===== src/hw/pkt_mon_pkg.sv =====
////////////////////////////////////////////////////////////
// Packet monitor shared constants: stream widths,
// expected table sizes and CRC-16 parameters
////////////////////////////////////////////////////////////
`default_nettype none

package pkt_mon_pkg;

    ////////////////////////////////////////////////////////////
    // Stream

    // Byte lanes per beat
    localparam int DATA_BYTES = 4;
    localparam int DATA_W     = DATA_BYTES * 8;

    // Destination field and reassembly contexts
    localparam int DEST_W    = 2;
    localparam int NUM_DESTS = 4;

    // Largest packet, and the width that can hold it
    localparam int MTU_BYTES = 256;
    localparam int BLEN_W    = 9;

    ////////////////////////////////////////////////////////////
    // Signature

    localparam int SIG_W = 16;

    // CRC-16-CCITT, MSB first, no reflection, no final XOR
    localparam logic [SIG_W-1:0] SIG_INIT = 16'hffff;
    localparam logic [SIG_W-1:0] SIG_POLY = 16'h1021;

    ////////////////////////////////////////////////////////////
    // Expected packet table

    localparam int NUM_EXPECTED = 8;
    localparam int EXP_IDX_W    = 3;

    // Counts 0 to NUM_EXPECTED inclusive
    localparam int PEND_W = 4;

endpackage

`default_nettype wire


===== src/hw/stream_beat_if.sv =====
////////////////////////////////////////////////////////////
// One accepted stream beat, fanned out to the measuring blocks
////////////////////////////////////////////////////////////
`default_nettype none

interface stream_beat_if import pkt_mon_pkg::*; ();

    // High for one cycle per accepted beat, no ready
    logic                  beat_valid;
    logic [DATA_W-1:0]     data;
    // Lane 0 holds the first byte of the beat
    logic [DATA_BYTES-1:0] keep;
    logic                  last;
    logic [DEST_W-1:0]     dest;

    modport src (
        output beat_valid,
        output data,
        output keep,
        output last,
        output dest
    );

    modport sink (
        input beat_valid,
        input data,
        input keep,
        input last,
        input dest
    );

endinterface

`default_nettype wire


===== src/hw/pkt_length_counter.sv =====
////////////////////////////////////////////////////////////
// Per-destination byte counter, reports packet length
////////////////////////////////////////////////////////////
`default_nettype none

module pkt_length_counter import pkt_mon_pkg::*; (
    input  logic              axis_packet_in,
    input  logic              arst_n,
    stream_beat_if.sink       beat,
    output logic              len_valid,
    output logic [DEST_W-1:0] len_dest,
    output logic [BLEN_W-1:0] len_blen
);

    // Number of kept lanes in a beat
    function automatic logic [BLEN_W-1:0] keep_bytes(input logic [DATA_BYTES-1:0] keep);
        logic [BLEN_W-1:0] n;
        n = '0;
        for (int i = 0; i < DATA_BYTES; i++) begin
            n = n + BLEN_W'(keep[i]);
        end
        return n;
    endfunction

    // Running count, one per destination context
    logic [BLEN_W-1:0] cnt_q [NUM_DESTS];
    logic [BLEN_W-1:0] cnt_sum;

    assign cnt_sum = cnt_q[beat.dest] + keep_bytes(beat.keep);

    ////////////////////////////////////////////////////////////
    // Context update

    always_ff @(posedge axis_packet_in or negedge arst_n) begin
        if (!arst_n) begin
            for (int d = 0; d < NUM_DESTS; d++) begin
                cnt_q[d] <= '0;
            end
            len_valid <= 1'b0;
        end else begin
            len_valid <= beat.beat_valid && beat.last;
            if (beat.beat_valid) begin
                // Last beat closes the context for the next packet
                if (beat.last) begin
                    cnt_q[beat.dest] <= '0;
                end else begin
                    cnt_q[beat.dest] <= cnt_sum;
                end
            end
        end
    end

    // Result payload, qualified by len_valid
    always_ff @(posedge axis_packet_in) begin
        if (beat.beat_valid && beat.last) begin
            len_blen <= cnt_sum;
            len_dest <= beat.dest;
        end
    end

endmodule

`default_nettype wire


===== src/hw/pkt_signature.sv =====
////////////////////////////////////////////////////////////
// Per-destination CRC-16 over the kept bytes of each packet
////////////////////////////////////////////////////////////
`default_nettype none

module pkt_signature import pkt_mon_pkg::*; (
    input  logic             axis_packet_in,
    input  logic             arst_n,
    stream_beat_if.sink      beat,
    output logic             sig_valid,
    output logic [SIG_W-1:0] sig_value
);

    // One byte into the CRC, MSB first
    function automatic logic [SIG_W-1:0] crc_byte_step(
        input logic [SIG_W-1:0] crc_in,
        input logic [7:0]       byte_in
    );
        logic [SIG_W-1:0] c;
        c = crc_in ^ (SIG_W'(byte_in) << (SIG_W - 8));
        for (int k = 0; k < 8; k++) begin
            if (c[SIG_W-1]) begin
                c = (c << 1) ^ SIG_POLY;
            end else begin
                c = c << 1;
            end
        end
        return c;
    endfunction

    logic [SIG_W-1:0] crc_q [NUM_DESTS];
    logic [SIG_W-1:0] crc_next;

    ////////////////////////////////////////////////////////////
    // Fold the beat into its context

    always_comb begin
        crc_next = crc_q[beat.dest];
        // Lane order, skipping lanes outside keep
        for (int i = 0; i < DATA_BYTES; i++) begin
            if (beat.keep[i]) begin
                crc_next = crc_byte_step(crc_next, beat.data[i*8 +: 8]);
            end
        end
    end

    always_ff @(posedge axis_packet_in or negedge arst_n) begin
        if (!arst_n) begin
            for (int d = 0; d < NUM_DESTS; d++) begin
                crc_q[d] <= SIG_INIT;
            end
            sig_valid <= 1'b0;
        end else begin
            sig_valid <= beat.beat_valid && beat.last;
            if (beat.beat_valid) begin
                if (beat.last) begin
                    crc_q[beat.dest] <= SIG_INIT;
                end else begin
                    crc_q[beat.dest] <= crc_next;
                end
            end
        end
    end

    // Final signature, lines up with the length result
    always_ff @(posedge axis_packet_in) begin
        if (beat.beat_valid && beat.last) begin
            sig_value <= crc_next;
        end
    end

endmodule

`default_nettype wire


===== src/hw/pkt_matcher.sv =====
////////////////////////////////////////////////////////////
// Expected packet table, matches each summary to an entry
// and tracks how many entries are still pending
////////////////////////////////////////////////////////////
`default_nettype none

module pkt_matcher import pkt_mon_pkg::*; (
    input  logic                 axis_packet_in,
    input  logic                 arst_n,
    input  logic                 len_valid,
    input  logic [DEST_W-1:0]    len_dest,
    input  logic [BLEN_W-1:0]    len_blen,
    input  logic [SIG_W-1:0]     sig_value,
    input  logic                 exp_wr,
    input  logic [EXP_IDX_W-1:0] exp_index,
    input  logic [DEST_W-1:0]    exp_dest,
    input  logic [BLEN_W-1:0]    exp_blen,
    input  logic [SIG_W-1:0]     exp_sig,
    output logic                 match_valid,
    output logic                 match_hit,
    output logic [EXP_IDX_W-1:0] match_index,
    output logic [DEST_W-1:0]    match_dest,
    output logic [BLEN_W-1:0]    match_blen,
    output logic [PEND_W-1:0]    pending_count
);

    ////////////////////////////////////////////////////////////
    // Table storage

    logic [NUM_EXPECTED-1:0] tbl_valid;
    logic [DEST_W-1:0]       tbl_dest [NUM_EXPECTED];
    logic [BLEN_W-1:0]       tbl_blen [NUM_EXPECTED];
    logic [SIG_W-1:0]        tbl_sig  [NUM_EXPECTED];

    logic                    found;
    logic [EXP_IDX_W-1:0]    found_idx;
    logic                    hit_now;
    logic                    pend_inc;
    logic                    pend_dec;

    always_ff @(posedge axis_packet_in) begin
        if (exp_wr) begin
            tbl_dest[exp_index] <= exp_dest;
            tbl_blen[exp_index] <= exp_blen;
            tbl_sig[exp_index]  <= exp_sig;
        end
    end

    ////////////////////////////////////////////////////////////
    // Priority search, lowest index wins

    always_comb begin
        found     = 1'b0;
        found_idx = '0;
        for (int i = 0; i < NUM_EXPECTED; i++) begin
            if (!found && tbl_valid[i] && tbl_dest[i] == len_dest &&
                tbl_blen[i] == len_blen && tbl_sig[i] == sig_value) begin
                found     = 1'b1;
                found_idx = EXP_IDX_W'(i);
            end
        end
    end

    assign hit_now = len_valid && found;

    // A load into a slot consumed in the same cycle refills an empty slot
    assign pend_inc = exp_wr &&
                      (!tbl_valid[exp_index] || (hit_now && found_idx == exp_index));
    // Count follows the reported hit, one cycle after the valid bit
    assign pend_dec = match_valid && match_hit;

    ////////////////////////////////////////////////////////////
    // Valid bits, report and pending count

    always_ff @(posedge axis_packet_in or negedge arst_n) begin
        if (!arst_n) begin
            tbl_valid     <= '0;
            match_valid   <= 1'b0;
            match_hit     <= 1'b0;
            pending_count <= '0;
        end else begin
            for (int i = 0; i < NUM_EXPECTED; i++) begin
                // Load has priority over consumption
                if (exp_wr && exp_index == EXP_IDX_W'(i)) begin
                    tbl_valid[i] <= 1'b1;
                end else if (hit_now && found_idx == EXP_IDX_W'(i)) begin
                    tbl_valid[i] <= 1'b0;
                end
            end
            match_valid   <= len_valid;
            match_hit     <= hit_now;
            pending_count <= pending_count + PEND_W'(pend_inc) - PEND_W'(pend_dec);
        end
    end

    always_ff @(posedge axis_packet_in) begin
        if (len_valid) begin
            match_index <= found_idx;
            match_dest  <= len_dest;
            match_blen  <= len_blen;
        end
    end

endmodule

`default_nettype wire


===== src/hw/pkt_monitor_top.sv =====
////////////////////////////////////////////////////////////
// Packet monitor top level, length and CRC per packet
// checked against a table of expected packets
////////////////////////////////////////////////////////////
`default_nettype none

module pkt_monitor_top import pkt_mon_pkg::*; (
    input  logic                  axis_packet_in,
    input  logic                  arst_n,
    // Stream in
    input  logic                  tvalid,
    input  logic [DATA_W-1:0]     tdata,
    input  logic [DATA_BYTES-1:0] tkeep,
    input  logic                  tlast,
    input  logic [DEST_W-1:0]     tdest,
    // Table load
    input  logic                  exp_wr,
    input  logic [EXP_IDX_W-1:0]  exp_index,
    input  logic [DEST_W-1:0]     exp_dest,
    input  logic [BLEN_W-1:0]     exp_blen,
    input  logic [SIG_W-1:0]      exp_sig,
    // Match report
    output logic                  match_valid,
    output logic                  match_hit,
    output logic [EXP_IDX_W-1:0]  match_index,
    output logic [DEST_W-1:0]     match_dest,
    output logic [BLEN_W-1:0]     match_blen,
    output logic [PEND_W-1:0]     pending_count
);

    stream_beat_if beat ();

    logic              len_valid;
    logic [DEST_W-1:0] len_dest;
    logic [BLEN_W-1:0] len_blen;
    logic [SIG_W-1:0]  sig_value;

    assign beat.beat_valid = tvalid;
    assign beat.data       = tdata;
    assign beat.keep       = tkeep;
    assign beat.last       = tlast;
    assign beat.dest       = tdest;

    pkt_length_counter u_length (
        .axis_packet_in (axis_packet_in),
        .arst_n         (arst_n),
        .beat           (beat),
        .len_valid      (len_valid),
        .len_dest       (len_dest),
        .len_blen       (len_blen)
    );

    // sig_valid always coincides with len_valid
    pkt_signature u_signature (
        .axis_packet_in (axis_packet_in),
        .arst_n         (arst_n),
        .beat           (beat),
        .sig_valid      (),
        .sig_value      (sig_value)
    );

    pkt_matcher u_matcher (
        .axis_packet_in (axis_packet_in),
        .arst_n         (arst_n),
        .len_valid      (len_valid),
        .len_dest       (len_dest),
        .len_blen       (len_blen),
        .sig_value      (sig_value),
        .exp_wr         (exp_wr),
        .exp_index      (exp_index),
        .exp_dest       (exp_dest),
        .exp_blen       (exp_blen),
        .exp_sig        (exp_sig),
        .match_valid    (match_valid),
        .match_hit      (match_hit),
        .match_index    (match_index),
        .match_dest     (match_dest),
        .match_blen     (match_blen),
        .pending_count  (pending_count)
    );

endmodule

`default_nettype wire


===== config.mk =====
export PLATFORM = sky130hd
export DESIGN_NAME = pkt_monitor_top
export DESIGN_NICKNAME = d
export VERILOG_FILES = /design/src/hw/pkt_mon_pkg.sv /design/src/hw/stream_beat_if.sv /design/src/hw/pkt_length_counter.sv /design/src/hw/pkt_signature.sv /design/src/hw/pkt_matcher.sv /design/src/hw/pkt_monitor_top.sv
export SDC_FILE = /design/constraint.sdc
export NUM_CORES = 1
export LEC_CHECK = 0
export BUFFER_PORTS_ARGS = -buffer_cell sky130_fd_sc_hd__buf_2
export CAP_MARGIN = 10
export CORE_AREA = 4 4 228 185
export CTS_BUF_LIST = sky130_fd_sc_hd__clkbuf_16
export CTS_CLUSTER_SIZE = 24
export DETAILED_ROUTE_END_ITERATION = 8
export DIE_AREA = 0 0 232 189
export PLACE_DENSITY = 0.67
export SLEW_MARGIN = 40
export SYNTH_ARGS = -nofsm -noshare
export SYNTH_HDL_FRONTEND = slang
export SYNTH_HIERARCHICAL = 1
export SYNTH_SLANG_ARGS = --single-unit

===== constraint.sdc =====
create_clock -name axis_packet_in -period 4.8 [get_ports axis_packet_in]
set_input_delay 0.48 -clock axis_packet_in [delete_from_list [all_inputs] [get_ports axis_packet_in]]
set_output_delay 0.48 -clock axis_packet_in [all_outputs]
set_load 0.02 [all_outputs]

# Yosys cells after proc, flatten, opt, wreduce, memory -nomap -nowiden
# Memory sizes are Yosys's and may differ from the RTL's.
# Index checks and enable logic that the tools add are counted.
# totals
memories	3
latchBits	0
register_bits	156
mem_bits_rw	216
mem_bits_ro	0
output_inout_bits	20
inputBits	73
# classes
n_mux	113
bitwise_logic	40
magnitude_cmp	3
n_reduce_logical	72
add_sub_neg	6
shift	0
n_eq_ne	39
div	0
mul	0
# mem_list
memory	words	word_bits	rd	rd_ports_with_merged_regs	write_ports	line	text
u_matcher.tbl_sig	8	16	8	0	1	pkt_matcher.sv:33	logic [SIG_W-1:0] tbl_sig [NUM_EXPECTED];
u_matcher.tbl_blen	8	9	8	0	1	pkt_matcher.sv:32	logic [BLEN_W-1:0] tbl_blen [NUM_EXPECTED];
u_matcher.tbl_dest	8	2	8	0	1	pkt_matcher.sv:31	logic [DEST_W-1:0] tbl_dest [NUM_EXPECTED];
# ops
op	n
16-bit two-way mux	35
13-bit two-way mux	32
16-bit == test	8
3-bit NOT	32
9-bit == test	8
64-bit bitwise mux	1
64-bit two-way mux	1
64-bit OR	1
16-bit bitwise XOR	4
1-bit logical AND	53
36-bit bitwise AND	1
36-bit bitwise mux	1
36-bit two-way mux	1
36-bit NOT	1
16-bit binary-select mux with 2-bit select	1
16-bit demux with 2-bit select	1
1-bit two-way mux	28
9-bit two-way mux	3
3-bit == test, second input constant	8
9-bit by 1-bit adder with 9-bit output	2
9-bit binary-select mux with 2-bit select	1
9-bit demux with 2-bit select	1
2-bit == test	8
2-bit nonzero test	8
17 further kinds	33

# Depth between registers and ports, before layout
# logic_depth
ltp_word	106
ltp_mapped	16
mapped_depth_nobuf	15

# Cells and area by module
# Netlist, hierarchy kept.
# modules_own_cells
mod	n_inst	area_each_um2	cells_each
pkt_matcher	1	10874.2	725
pkt_signature	1	6552.5	642
pkt_length_counter	1	2366.0	210

# Worst setup path after synthesis
# Ideal clock, no wire load.
# synth_path
path_type	input-to-reg
from	input tdest[0]
to	register u_signature/crc_q[23] (netlist bit)
required_time_ps	4707
t_arrival_ps	4333
setup_time_ps	93
cell_stages	14
slack_ps	374
path_buffers	1
cell_sequence	buf_6 mux4_2 xnor2_2 xnor2_1 a22o_1 and2_1 xnor3_1 nand2_1 mux2_2 nor4_4 xnor2_1 xnor3_1 a211oi_2 a21oi_1
# synth_via
elab_chain_cells	72
word_cells_on_any_way	101
# synth_lines
element	line	text
start: declaration	pkt_monitor_top.sv:15	input logic [DEST_W-1:0] tdest,
2-bit NOT with 3-bit output (not written as such) (*)	pkt_signature.sv:38, pkt_signature.sv:57, pkt_signature.sv:59	
16-bit binary-select mux with 2-bit select	pkt_signature.sv:38	crc_next = crc_q[beat.dest];
16-bit two-way mux (not written as such) (2 in a row)	pkt_signature.sv:38	
16-bit bitwise XOR	pkt_signature.sv:20	c = crc_in ^ (SIG_W'(byte_in) << (SIG_W - 8));
13-bit two-way mux	pkt_signature.sv:22	if (c[SIG_W-1]) begin
16-bit two-way mux	pkt_signature.sv:41	if (beat.keep[i]) begin
13-bit two-way mux	pkt_signature.sv:22	
16-bit two-way mux	pkt_signature.sv:41	
[55 not listed]	n/a	
13-bit two-way mux	pkt_signature.sv:22	
16-bit two-way mux	pkt_signature.sv:41	
13-bit two-way mux	pkt_signature.sv:22	
16-bit two-way mux	pkt_signature.sv:41	
13-bit two-way mux	pkt_signature.sv:22	
16-bit two-way mux	pkt_signature.sv:41	
64-bit bitwise mux	pkt_signature.sv:59	crc_q[beat.dest] <= crc_next;
64-bit two-way mux (*)	pkt_signature.sv:56	if (beat.last) begin
end signal: indexed assignment	pkt_signature.sv:59	
end: declaration	pkt_signature.sv:31	logic [SIG_W-1:0] crc_q [NUM_DESTS];
# Mark *: on every way between the ends. The rest lies on a longest branch, timed or not. The select of a mux whose other input is x is not followed.
# A chain may end at the register's enable or synchronous reset.

# Worst setup path after layout
# layout_path
from	register u_signature.sig_value[5]
to	register u_matcher.pending_count[2]
# layout_via
elab_chain_cells	51
word_cells_on_any_way	66
# layout_lines
element	line	text
start: declaration	pkt_signature.sv:11	output logic [SIG_W-1:0] sig_value
start signal: assignment	pkt_signature.sv:68	sig_value <= crc_next;
16-bit == test	pkt_matcher.sv:57	tbl_blen[i] == len_blen && tbl_sig[i] == sig_value) begin
1-bit logical AND	pkt_matcher.sv:57	
1-bit two-way mux	pkt_matcher.sv:56	if (!found && tbl_valid[i] && tbl_dest[i] == len_dest &&
1-bit zero test	pkt_matcher.sv:56	
1-bit logical AND (3 in a row)	pkt_matcher.sv:56	
1-bit logical AND	pkt_matcher.sv:57	
1-bit two-way mux	pkt_matcher.sv:56	
1-bit zero test	pkt_matcher.sv:56	
[33 not listed]	n/a	
1-bit logical AND	pkt_matcher.sv:57	
3-bit two-way mux / 1-bit two-way mux (equally long branches)	pkt_matcher.sv:56	
3-bit == test / 1-bit logical AND (equally long branches)	pkt_matcher.sv:68, pkt_matcher.sv:64	
1-bit logical AND (*)	pkt_matcher.sv:68	(!tbl_valid[exp_index] || (hit_now && found_idx == exp_index));
1-bit logical OR (*)	pkt_matcher.sv:68	
1-bit logical AND (*)	pkt_matcher.sv:67	assign pend_inc = exp_wr &&
4-bit by 1-bit adder with 4-bit output (*)	pkt_matcher.sv:92	pending_count <= pending_count + PEND_W'(pend_inc) - PEND_W'(pend_dec);
4-bit by 1-bit subtractor with 4-bit output (*)	pkt_matcher.sv:92	
end signal: assignment	pkt_matcher.sv:92	
end: declaration	pkt_matcher.sv:24	output logic [PEND_W-1:0] pending_count
# Mark *: on every way between the ends. The rest lies on a longest branch, timed or not.

==> metrics.md <==
| Metric | Value |
|---|---|
| Status | `completed` |
| Vias | `14300` |
| Starting Density | `0.493` |
| Crit path cell chain | `xnor2_1 > nor4b_1 > nand3_1 > nor4b_1 > a41oi_1 > a32oi_1 > buf_4 > xor2_1 > a31oi_1 > nand2b_1 > ha_1 > inv_1 > ha_1 > fa_1 > xor2_1` |
| Drt first pass iters | `6` |
| Worst VDD drop | `553 uV` |
| # rows | `66` |
| Vias in the first global route | `13500` |
| Crit path from | `u_signature/sig_value[5]` |
| Worst-path maximum fanout | `8` |
| DP Area | `21800 sq um` |
| Worst r2r src | `u_signature/sig_value[5]` |
| Clk_lat worst skew | `0.55 ns` |
| Crit end category | `flip-flop` |
| Worst EP required | `5.22 ns` |
| Multi-input gate area | `8650 sq um` |
| PD cells | `723 nW/um^2` |
| Reg clk slew, reported paths | `0.07 ns` |
| Worst-Margin Slew | `0.883 ns` |
| Startpoint types | `flip-flop` |
| Layout cell share with drive strength beyond 1 | `0.251` |
| Hpwl dp | `46.2 mm` |
| H-tree levels | `2` |
| TritonCTS sink count | `372` |
| Die Ht | `189 um` |
| Arrival time of the worst setup path | `5.01 ns` |
| Final WL | `62.1 mm` |
| Fmax | `0.218 GHz` |
| RSZ-0062 raised after global routing | `no` |
| Reg2reg end | `u_matcher/pending_count[2]` |
| TritonCTS clock tree | `done` |
| First-pass GRT wire length | `90.1 mm` |
| Post-Synthesis Cells | `1576` |
| Min-Delay Path Class | `input port to flip-flop` |
| Crit path kind | `flip-flop to flip-flop` |
| Slowest stage delay, CP | `0.62 ns` |
| Drt drc | `0` |
| FF-to-FF path depth | `15` |
| Final Cycle Share | `0.955` |
| Final layout net count | `1865` |
| Max Slew Vio Count | `0` |
| Gr usage total | `0.279` |
| Cell Area, Synth | `19800 sq um` |
| Final hold violations | `0` |
| Clock root cell | `clkbuf_16` |
| # IOs | `93` |
| Total grt overflow | `0` |
| Slew Limit Headroom | `0.406` |
| Crit path to | `u_matcher/pending_count[2]` |
| Register area | `10700 sq um` |
| Max clock buf depth | `3` |
| Fin area | `23100 sq um` |
| Post-cts gate resize count | `0` |
| PortBufs | `92` |
| Slowest cell on crit path | `edfxtp_1` |
| Yosys Warn Count | `6` |
| Cts hold-fix bufs | `1` |
| Placer Congestion | `0.977` |
| Vias/cell | `6.08` |
| Initial DRC count | `1716` |
| Die area | `43800 sq um` |
| Skew final | `0.0251 ns` |
| DRT antenna net count | `0` |
| Max Cap Viol | `0` |
| Syn avg cell area | `12.5 sq um` |
| Final setup violation count | `0` |
| Initial antenna violation count | `3` |
| Post-CTS setup buffer count | `0` |
| Fin util | `0.576` |
| WL per Instance | `26.4 um` |
| Fin crit period | `4.58 ns` |
| Die W | `232 um` |
| FF-to-FF setup slack | `0.22 ns` |
| Total negative slack | `0 ns` |
| Layout area overhead | `17.0%` |
| Fillers | `3307` |
| P_leak | `8.63 nW` |
| Num CTS Buffers | `39` |
| Syn nets | `1658` |
| Largest net degree at the start of global routing | `73` |
| Core footprint | `40100 sq um` |
| Hold Slack | `0.234 ns` |
[through the flow]
step                      instances  power (mW)  setup slack (ns)
after global routing           2357        17.4            0.0129
after detailed placement       2285        13.3           -0.0866
final                          2357        16.7             0.215
after global placement         2283        13.1            0.0228
after CTS                      2356        16.5             0.234
after floorplan                1576        9.63             0.374
[how the worst min path moves through the flow]
stage,startpoint,endpoint,slack [ns],cells past startpoint
final,exp_sig[14],u_matcher/tbl_sig[6][14],0.23,1
after CTS,exp_sig[14],u_matcher/tbl_sig[7][14],0.22,1
after floorplan,arst_n,u_length/cnt_q[0],0.18,0
after global routing,exp_sig[8],u_matcher/tbl_sig[4][8],0.23,1
after detailed placement,u_length/cnt_q[5],u_length/cnt_q[5],0.46,2
after global placement,u_length/cnt_q[3],u_length/cnt_q[3],0.45,2
[routing by layer]
layer  routed length, um  up-vias  GRT usage
met2               25600      780      0.386
li1                    -     6243          -
met5                  34        -          0
met1               27800     7213      0.443
met4                1350        4     0.0595
met3                7380       95     0.0689
[registers in the layout (all words and copies together), names as in the netlist]
name,cells
u_matcher/tbl_blen,72
u_matcher/tbl_valid,8
u_length/len_blen,9
u_matcher/match_valid,1
u_signature/sig_value,16
u_length/cnt_q,36
u_matcher/match_hit,1
u_matcher/tbl_sig,128
u_signature/crc_q,64
u_matcher/match_blen,9
u_matcher/match_dest,2
u_length/len_valid,1
u_length/len_dest,2
u_matcher/pending_count,4
u_matcher/tbl_dest,16
u_matcher/match_index,3
[layout by cell type (no fill, tap or decap), drive strengths merged, types with 6 or more instances in the layout]
cell and instances:
mux2 10, clkbuf 42, clkinv 16, edfxtp 257, nand4 64, dfrtp 51, o31ai 10, o211ai 21
mux4 27, xnor2 183, or2 6, bufinv 6, nand3 25, nor2 109, xor2 135, o21ai 41
nor3 10, dfstp 64, nand2 100, or4 20, nand3b 7, and2 8, nor4 51, inv 38
a21o 15, a21oi 59, xnor3 14, nand2b 20, nor4b 11, mux2i 43, a211oi 12, a221oi 8
buf 239
[power by group]
group	internal, mW	leakage [nW]	switching [mW]
combinational	4.04	4.27	4.85
sequential	4.14	3.67	0.491
clock	1.91	0.685	1.29
[worst max-delay path: cells and delay by family, from the launching register on]
family                   cells  cell delay, ns
buffers and inverters        2            0.21
AND/OR/NAND/NOR              4            1.37
XOR/XNOR                     3            0.80
AO/OA/AOI/OAI                3            0.53
flip-flops                   1            0.62
adder cells (fa/ha/maj)      3            0.91
[layout make-up]
| type | count | share of cell area |
|---|---|---|
| flip-flops and latches | 372 | 0.462 |
| multi-input cells | 1097 | 0.374 |
| repair buffers | 240 | 0.0706 |
| clock buffers | 42 | 0.0454 |
| well taps | 544 | 0.0294 |
| clock inverters | 28 | 0.0134 |
| inverters | 33 | 0.00536 |
| diodes | 1 | 0.000108 |
No activity file was read; power rests on OpenSTA's default activity.
